==> config.mk <==
export PLATFORM = sky130hd
export DESIGN_NAME = fetch_frontend
export DESIGN_NICKNAME = d
export VERILOG_FILES = /design/src/logic/fetch_pkg.sv /design/src/logic/fetch_stage_if.sv /design/src/logic/fetch_frontend.sv /design/src/logic/if_id_reg.sv /design/src/logic/inst_fetch_axi.sv
export SDC_FILE = /design/constraint.sdc
export NUM_CORES = 1
export LEC_CHECK = 0
export ABC_AREA = 1
export BUFFER_PORTS_ARGS = -buffer_cell sky130_fd_sc_hd__buf_2
export CORE_MARGIN = 2
export CORE_UTILIZATION = 40
export CTS_CLUSTER_DIAMETER = 60
export DETAILED_ROUTE_END_ITERATION = 16
export GPL_TIMING_DRIVEN = 0
export PLACE_DENSITY_LB_ADDON = 0.12
export SYNTH_ARGS = -nofsm -noshare
export SYNTH_HDL_FRONTEND = slang
export SYNTH_HIERARCHICAL = 1
export SYNTH_SLANG_ARGS = --single-unit
==> constraint.sdc <==
create_clock -name clk -period 4.39 [get_ports clk]
set_clock_uncertainty 0.05 [all_clocks]
set_input_delay 0.2195 -clock clk [delete_from_list [all_inputs] [get_ports clk]]
set_output_delay 0.2195 -clock clk [all_outputs]
set_load 0.005 [all_outputs]
==> src/logic/fetch_pkg.sv <==
/*
 * Shared constants for the instruction fetch front end.
 * Bus widths, the boot address, the NOP encoding and AXI read responses.
 * Reference these by scoped name from any block that needs them.
 */

package fetch_pkg;

    // address and data width of the core and the AXI read path
    localparam int xlen = 32;

    // width of the AXI response field
    localparam int resp_w = 2;

    // first fetch address after reset
    localparam logic [xlen-1:0] reset_pc = 32'h8000_0000;

    // pc increment for each sequential instruction
    localparam logic [xlen-1:0] inst_step = 32'd4;

    // addi x0, x0, 0
    // every empty slot in IF/ID carries this encoding
    localparam logic [xlen-1:0] nop_inst = 32'h0000_0013;

    // AXI4-Lite read responses
    localparam logic [resp_w-1:0] resp_okay   = 2'b00;  // normal access
    localparam logic [resp_w-1:0] resp_slverr = 2'b10;  // slave error

endpackage

==> src/logic/fetch_stage_if.sv <==
/*
 * Handshake between the fetch unit and the IF/ID register.
 * Carries one instruction with its pc and fault flag, plus a flush pulse.
 * The fetch unit takes the src modport, the IF/ID register the sink.
 */

`timescale 1ns/100ps

interface fetch_stage_if;

    logic                       valid;  // instruction offered
    logic [fetch_pkg::xlen-1:0] pc;     // address of the offered instruction
    logic [fetch_pkg::xlen-1:0] inst;   // instruction word
    logic                       fault;  // bus error on this fetch
    logic                       flush;  // one-cycle pulse on redirect
    logic                       ready;  // sink takes the instruction this cycle

    // fetch unit side
    modport src (
        output valid,
        output pc,
        output inst,
        output fault,
        output flush,
        input  ready
    );

    // IF/ID side
    modport sink (
        input  valid,
        input  pc,
        input  inst,
        input  fault,
        input  flush,
        output ready
    );

endinterface

==> src/logic/fetch_frontend.sv <==
/*
 * Top of the instruction fetch front end.
 * Connects the AXI4-Lite fetch unit to the IF/ID register; AXI read,
 * redirect and decode signals are brought out as plain ports.
 */

`timescale 1ns/100ps

module fetch_frontend (
    input  logic                         clk,
    input  logic                         rst,

    // AXI4-Lite read address channel
    output logic [fetch_pkg::xlen-1:0]   araddr,
    output logic                         arvalid,
    input  logic                         arready,

    // AXI4-Lite read data channel
    input  logic [fetch_pkg::xlen-1:0]   rdata,
    input  logic [fetch_pkg::resp_w-1:0] rresp,
    input  logic                         rvalid,
    output logic                         rready,

    // redirect from a later stage
    input  logic                         redirect_valid,
    input  logic [fetch_pkg::xlen-1:0]   redirect_pc,

    // decode control
    input  logic                         id_stall,
    input  logic                         id_bubble,

    // IF/ID outputs to decode
    output logic [fetch_pkg::xlen-1:0]   id_pc,
    output logic [fetch_pkg::xlen-1:0]   id_inst,
    output logic                         id_fault,
    output logic                         id_valid
);

    // fetch unit to IF/ID link
    fetch_stage_if u_fetch_if ();

    inst_fetch_axi u_fetch (
        .clk            (clk),
        .rst            (rst),
        .redirect_valid (redirect_valid),
        .redirect_pc    (redirect_pc),
        .araddr         (araddr),
        .arvalid        (arvalid),
        .arready        (arready),
        .rdata          (rdata),
        .rresp          (rresp),
        .rvalid         (rvalid),
        .rready         (rready),
        .fetch          (u_fetch_if)
    );

    if_id_reg u_if_id (
        .clk       (clk),
        .rst       (rst),
        .id_stall  (id_stall),
        .id_bubble (id_bubble),
        .fetch     (u_fetch_if),
        .id_pc     (id_pc),
        .id_inst   (id_inst),
        .id_fault  (id_fault),
        .id_valid  (id_valid)
    );

endmodule

==> src/logic/if_id_reg.sv <==
/*
 * IF/ID pipeline register between fetch and decode.
 * Flushes on redirect, holds while decode stalls and inserts a NOP bubble
 * on request. Empty slots always read as nop_inst with valid low.
 */

`timescale 1ns/100ps

module if_id_reg (
    input  logic                       clk,
    input  logic                       rst,

    // decode control
    input  logic                       id_stall,   // keep current contents
    input  logic                       id_bubble,  // insert a NOP this cycle

    fetch_stage_if.sink                fetch,

    // towards decode
    output logic [fetch_pkg::xlen-1:0] id_pc,
    output logic [fetch_pkg::xlen-1:0] id_inst,
    output logic                       id_fault,
    output logic                       id_valid
);

    logic take;  // offered instruction is loaded at this edge

    // flush, stall and bubble all refuse the offer
    assign take = fetch.valid & ~fetch.flush & ~id_stall & ~id_bubble;

    assign fetch.ready = take;

    always_ff @(posedge clk) begin
        if (rst) begin
            id_pc    <= '0;
            id_inst  <= fetch_pkg::nop_inst;
            id_fault <= 1'b0;
            id_valid <= 1'b0;
        end else if (fetch.flush) begin
            // wrong-path instruction is killed
            id_pc    <= '0;
            id_inst  <= fetch_pkg::nop_inst;
            id_fault <= 1'b0;
            id_valid <= 1'b0;
        end else if (id_stall) begin
            id_pc    <= id_pc;
            id_inst  <= id_inst;
            id_fault <= id_fault;
            id_valid <= id_valid;
        end else if (id_bubble) begin
            id_pc    <= '0;
            id_inst  <= fetch_pkg::nop_inst;
            id_fault <= 1'b0;
            id_valid <= 1'b0;
        end else if (take) begin
            id_pc    <= fetch.pc;
            id_inst  <= fetch.inst;
            id_fault <= fetch.fault;
            id_valid <= 1'b1;
        end else begin
            // fetch had nothing ready
            id_pc    <= '0;
            id_inst  <= fetch_pkg::nop_inst;
            id_fault <= 1'b0;
            id_valid <= 1'b0;
        end
    end

endmodule

==> src/logic/inst_fetch_axi.sv <==
/*
 * Fetch unit with the program counter and an AXI4-Lite read master.
 * One read at a time is issued at the pc; the beat lands in a one-entry
 * buffer offered to IF/ID. A redirect reloads the pc, empties the buffer,
 * flushes IF/ID and drops any beat still on its way back.
 */

`timescale 1ns/100ps

module inst_fetch_axi (
    input  logic                         clk,
    input  logic                         rst,

    // redirect from a later stage
    input  logic                         redirect_valid,
    input  logic [fetch_pkg::xlen-1:0]   redirect_pc,

    // AXI4-Lite read address channel
    output logic [fetch_pkg::xlen-1:0]   araddr,
    output logic                         arvalid,
    input  logic                         arready,

    // AXI4-Lite read data channel
    input  logic [fetch_pkg::xlen-1:0]   rdata,
    input  logic [fetch_pkg::resp_w-1:0] rresp,
    input  logic                         rvalid,
    output logic                         rready,

    fetch_stage_if.src                   fetch
);

    logic [fetch_pkg::xlen-1:0] pc_q;
    logic [fetch_pkg::xlen-1:0] pc_next;
    logic [fetch_pkg::xlen-1:0] araddr_q;
    logic                       arvalid_q;
    logic                       outstanding_q;  // AR accepted, R not yet back
    logic                       stale_q;        // in-flight read belongs to the old path

    // one-entry fetch buffer
    logic                       buf_valid;
    logic [fetch_pkg::xlen-1:0] buf_pc;
    logic [fetch_pkg::xlen-1:0] buf_inst;
    logic                       buf_fault;

    logic ar_fire;
    logic r_fire;
    logic xfer;
    logic issue;

    assign ar_fire = arvalid_q & arready;
    assign r_fire  = rvalid & rready;
    assign xfer    = buf_valid & fetch.ready;  // instruction moves into IF/ID

    // redirect wins over the sequential step
    always_comb begin
        pc_next = pc_q;
        if (redirect_valid) begin
            pc_next = redirect_pc;
        end else if (xfer) begin
            pc_next = pc_q + fetch_pkg::inst_step;
        end
    end

    always_ff @(posedge clk) begin
        if (rst) begin
            pc_q <= fetch_pkg::reset_pc;
        end else begin
            pc_q <= pc_next;
        end
    end

    // new read only when the bus is idle and the buffer is free at this edge
    assign issue = ~arvalid_q & ~outstanding_q & (~buf_valid | xfer | redirect_valid);

    always_ff @(posedge clk) begin
        if (rst) begin
            arvalid_q <= 1'b0;
        end else if (issue) begin
            arvalid_q <= 1'b1;
        end else if (ar_fire) begin
            arvalid_q <= 1'b0;
        end
    end

    // address is frozen while arvalid is up, even across a redirect
    always_ff @(posedge clk) begin
        if (issue) begin
            araddr_q <= pc_next;
        end
    end

    always_ff @(posedge clk) begin
        if (rst) begin
            outstanding_q <= 1'b0;
        end else if (ar_fire) begin
            outstanding_q <= 1'b1;
        end else if (r_fire) begin
            outstanding_q <= 1'b0;
        end
    end

    // mark a read that was already launched when the redirect arrived
    always_ff @(posedge clk) begin
        if (rst) begin
            stale_q <= 1'b0;
        end else if (redirect_valid && (arvalid_q || (outstanding_q && !r_fire))) begin
            stale_q <= 1'b1;
        end else if (r_fire) begin
            stale_q <= 1'b0;  // old-path beat has been swallowed
        end
    end

    always_ff @(posedge clk) begin
        if (rst) begin
            buf_valid <= 1'b0;
        end else if (redirect_valid) begin
            buf_valid <= 1'b0;
        end else if (r_fire && !stale_q) begin
            buf_valid <= 1'b1;
        end else if (xfer) begin
            buf_valid <= 1'b0;
        end
    end

    always_ff @(posedge clk) begin
        if (r_fire && !stale_q) begin
            buf_pc    <= araddr_q;
            buf_inst  <= rdata;
            buf_fault <= (rresp != fetch_pkg::resp_okay);
        end
    end

    assign araddr  = araddr_q;
    assign arvalid = arvalid_q;
    assign rready  = outstanding_q & ~buf_valid;  // no room, no beat

    assign fetch.valid = buf_valid;
    assign fetch.pc    = buf_pc;
    assign fetch.inst  = buf_inst;
    assign fetch.fault = buf_fault;
    assign fetch.flush = redirect_valid;

endmodule

==> run_summary.xml <==
<?xml version="1.0" encoding="UTF-8"?>
<metrics>
  <group name="outcome">
    <metric name="outcome" unit="">completed</metric>
  </group>
  <group name="layout">
    <metric name="area.growth.synth_to_final" unit="%">27.5</metric>
    <metric name="drive_above_1_share" unit="%">25.9</metric>
    <metric name="final_cell_count_no_fill" unit="">1309</metric>
    <metric name="stdcell_area" unit="um^2">10000</metric>
    <metric name="nets" unit="">1105</metric>
  </group>
  <group name="pwr">
    <metric name="switching_share_of_power" unit="%">23.4</metric>
    <metric name="total_switching_power" unit="uW">903</metric>
    <metric name="p_int" unit="uW">2960</metric>
    <metric name="power.density_cell_area" unit="nW/um^2">386</metric>
    <metric name="seq_power_share" unit="%">54.5</metric>
    <metric name="peakVddDrop" unit="uV">226</metric>
    <metric name="clock_power_share" unit="%">37.8</metric>
    <metric name="total_leakage_power" unit="uW">0.00420</metric>
    <metric name="totalPowerFinal" unit="uW">3860</metric>
    <metric name="share_comb_of_total_power" unit="%">7.7</metric>
  </group>
  <group name="worst_hold_path">
    <metric name="holdCritPathClass" unit="">in2reg</metric>
    <metric name="hold_path_startpoint" unit="">redirect_pc[2]</metric>
    <metric name="min_delay_path_depth" unit="">3</metric>
  </group>
  <group name="die">
    <metric name="ioPinCount" unit="">173</metric>
    <metric name="fp.dieArea" unit="um^2">20700</metric>
    <metric name="die_height" unit="um">144</metric>
    <metric name="core-area" unit="um^2">19300</metric>
    <metric name="starting_utilization_of_the_core_area" unit="%">40.5</metric>
    <metric name="row_count" unit="">51</metric>
    <metric name="die_w" unit="um">144</metric>
  </group>
  <group name="detailed_routing">
    <metric name="drc_violation_total_after_the_first_tritonroute_iteration" unit="">378</metric>
    <metric name="routed_wirelength" unit="um">19700</metric>
    <metric name="routed_wire_length_per_instance" unit="um">15.1</metric>
    <metric name="drt_first_pass_iters" unit="">7</metric>
    <metric name="count_of_antenna_violating_nets_left_after_detailed_routing" unit="">0</metric>
    <metric name="total_via_count_after_detailed_routing" unit="">6124</metric>
    <metric name="vias_per_cell" unit="">4.68</metric>
    <metric name="drc" unit="">0</metric>
  </group>
  <group name="logic_synthesis">
    <metric name="yosys.area.top_type" unit="">edfxtp_1</metric>
    <metric name="synthDistinctLibCells" unit="">32</metric>
    <metric name="postSynthAreaPerCell" unit="um^2">9.77</metric>
    <metric name="post_syn_area" unit="um^2">7840</metric>
    <metric name="mappedNetlistNets" unit="">876</metric>
    <metric name="synth.yosys.seq_area_share" unit="%">63.2</metric>
    <metric name="post_synth_inst_count" unit="">802</metric>
    <metric name="synth-warning-count" unit="">6</metric>
    <metric name="synth-seq-cells" unit="">199</metric>
    <metric name="yosys.area.top_type_share" unit="%">37.2</metric>
    <metric name="netlist_top_cells_area" unit="">edfxtp_1 (37%), dfxtp_1 (26%), nand2_1 (9.9%)</metric>
  </group>
  <group name="worst_setup_path">
    <metric name="library_cell_contributing_the_largest_single_delay_on_the_critical_path" unit="">clkinv_1</metric>
    <metric name="maximum_fanout_encountered_on_the_critical_timing_path" unit="">19</metric>
    <metric name="critical_path_class" unit="">reg2reg</metric>
    <metric name="worst_path_top_cell_family_by_delay" unit="">buffers and inverters</metric>
    <metric name="r2r.worst_path.cells" unit="">10</metric>
    <metric name="critPathLaunch" unit="">u_fetch/fetch.valid</metric>
    <metric name="startpoint_class" unit="">register</metric>
    <metric name="critPathMostFrequentCell" unit="">inv_1</metric>
    <metric name="path_depth" unit="">10</metric>
    <metric name="crit_buf_inv" unit="">6</metric>
    <metric name="arrival_time_of_the_worst_setup_path" unit="ps">2750</metric>
    <metric name="worstSetupEndpointType" unit="">register</metric>
    <metric name="critical_r2r_launch" unit="">u_fetch/fetch.valid</metric>
    <metric name="regToRegSetupSlack" unit="ps">1770</metric>
    <metric name="timing.critical_path.required" unit="ps">4510</metric>
    <metric name="path_cells" unit="">inv_1 &gt; nor2_2 &gt; buf_4 &gt; nand2_1 &gt; inv_1 &gt; inv_1 &gt; nand3_1 &gt; nand3_1 &gt; clkinv_1 &gt; buf_8</metric>
    <metric name="critical-path-max-stage-delay" unit="ps">640</metric>
  </group>
  <group name="global_routing">
    <metric name="number_of_global_route_vias_before_repair" unit="">5846</metric>
    <metric name="grt_pass1_wl" unit="um">30600</metric>
    <metric name="globalRouteTotalUtil" unit="%">19.3</metric>
    <metric name="antenna_found_initial" unit="">0</metric>
    <metric name="grt_start_max_net_pins" unit="">34</metric>
    <metric name="global_route.overflow_total" unit="">0</metric>
  </group>
  <group name="cts">
    <metric name="cts_buffers" unit="">17</metric>
    <metric name="cts.path.max_buffers" unit="">2</metric>
    <metric name="postCtsSetupRepairBufs" unit="">0</metric>
    <metric name="cts-root-buf" unit="">clkbuf_16</metric>
    <metric name="clock_insertion_delay_worst_skew" unit="ps">420</metric>
    <metric name="htreeDepth" unit="">4</metric>
    <metric name="cts_tree" unit="">yes</metric>
    <metric name="cts.clk_slew.worst_paths" unit="ps">70</metric>
    <metric name="postCtsResizedCells" unit="">0</metric>
    <metric name="clock_sinks" unit="">199</metric>
  </group>
  <group name="placed_design">
    <metric name="pre_cts_ws" unit="ps">1390</metric>
    <metric name="place_area" unit="um^2">9080</metric>
    <metric name="detailedPlacementHpwl" unit="um">14100</metric>
    <metric name="placed_instances" unit="">1240</metric>
    <metric name="buffer_ports.inserted" unit="">171</metric>
    <metric name="global_placement_routability_congestion" unit="">0.907</metric>
  </group>
  <group name="timing">
    <metric name="highest_attainable_clock_frequency" unit="GHz">0.381</metric>
    <metric name="timing.final.crit_share" unit="%">59.7</metric>
    <metric name="finalSetupViolCount" unit="">0</metric>
    <metric name="max-slew-margin-rel" unit="%">45.1</metric>
    <metric name="hold_viol" unit="">0</metric>
    <metric name="fin_crit" unit="ps">2620</metric>
    <metric name="max_slew_violations" unit="">0</metric>
    <metric name="setup_ws" unit="ps">1770</metric>
    <metric name="max_slew.worst_pin.slew" unit="ps">818</metric>
    <metric name="fin_tns_setup" unit="ps">0</metric>
    <metric name="rsz0062_at_grt" unit="">false</metric>
  </group>
  <group name="job">
    <metric name="cap_violations" unit="">0</metric>
  </group>
</metrics>
power groups by stage:
| stage | logic [uW] | registers, uW | clock network, uW |
|---|---|---|---|
| floorplan | 126 | 2140 | 0 |
| global placement | 265 | 2150 | 0 |
| detailed placement | 271 | 2150 | 0 |
| CTS | 297 | 2100 | 1500 |
| global route | 331 | 2110 | 1570 |
| finish | 298 | 2100 | 1460 |
metrics by stage:
| step | util (%) | hold WS, ps |
|---|---|---|
| 2_1_floorplan | - | 268 |
| 3_3_place_gp | 46.7 | 347 |
| 3_5_place_dp | 47.0 | 348 |
| 4_1_cts | 51.6 | 1.80 |
| 5_1_grt | 51.7 | 14.8 |
| 6_report | 51.7 | 20.3 |
metal layers:
metal	vias up	track usage [%]	share of wire (%)
met5	-	0	0
met4	0	6.24	1.9
met3	21	4.14	4.8
met2	155	31.3	47
met1	2798	26.0	46
li1	3150	-	-
cell families (layout without fill, tap and decap cells):
family,after synthesis,count (layout),share of synthesized area (%)
AOI/OAI and AO/OA,104,104,7.77
xor gates and xnor gates,2,2,0.224
adders and majority gates,1,1,0.160
buffers and inverters,96,337,5.41
DFF,199,199,63.2
other,0,1,0
and+or+nand+nor,400,400,23.2
synthesized netlist by cell type, drive strengths merged:
library cell / n
nand2: 211
nand3: 108
dfxtp: 102
edfxtp: 97
a21oi: 91
inv: 56
nor2: 49
buf: 29
clkbuf: 11
nand4: 11
or2: 10
nand3b: 8
o21ai: 7
o21bai: 3
nor3: 2
xor2: 2
a21o: 1
a31oi: 1
ha: 1
nor2b: 1
o211ai: 1
registers in the layout (all words and copies together) (netlist names), 32 cells and up:
register / flops
u_if_id/id_inst: 32
u_fetch/pc_q: 32
u_fetch/fetch.inst: 32
u_fetch/fetch.pc: 32
u_if_id/id_pc: 32
u_fetch/araddr: 32
worst paths after layout:
path / endpoint
worst min register to register: u_fetch/fetch.pc[19]
worst min-delay path: u_fetch/pc_q[2]
worst max register to register: u_fetch/araddr[28]
worst max-delay path: u_fetch/araddr[28]
final cells by class:
type,count,area [um^2]
Multi-Input combinational cell,507,2470
Timing Repair Buffer,210,1280
Tap cell,265,332
Fill cell,1840,9340
Sequential cell,199,4950
Clock inverter,11,103
Antenna cell,1,2.50
Buffer,40,214
Clock buffer,20,437
Inverter,56,210
worst reg2reg max path: cells and delay by family, from the launching register on:
kind,cells,cell delay [ps]
flops,1,400
buf+inv,6,1600
simple gates,4,340
placed cells by master, fill, tap and decap left out, types with 11 or more instances in the layout:
cell / n
inv_1: 55
dlygate4sd3_1: 36
clkbuf_16: 17
a21oi_1: 71
buf_2: 186
edfxtp_1: 97
nand4_1: 11
clkbuf_1: 14
nor2_1: 40
dfxtp_1: 102
nand3_1: 108
buf_4: 12
a21oi_2: 20
nand2_1: 207
repair_timing:
item,CTS,global route
hold buffers,36,0
setup endpoints to repair,0,0
hold endpoints to repair,35,0
(Power assumes the default switching activity.)
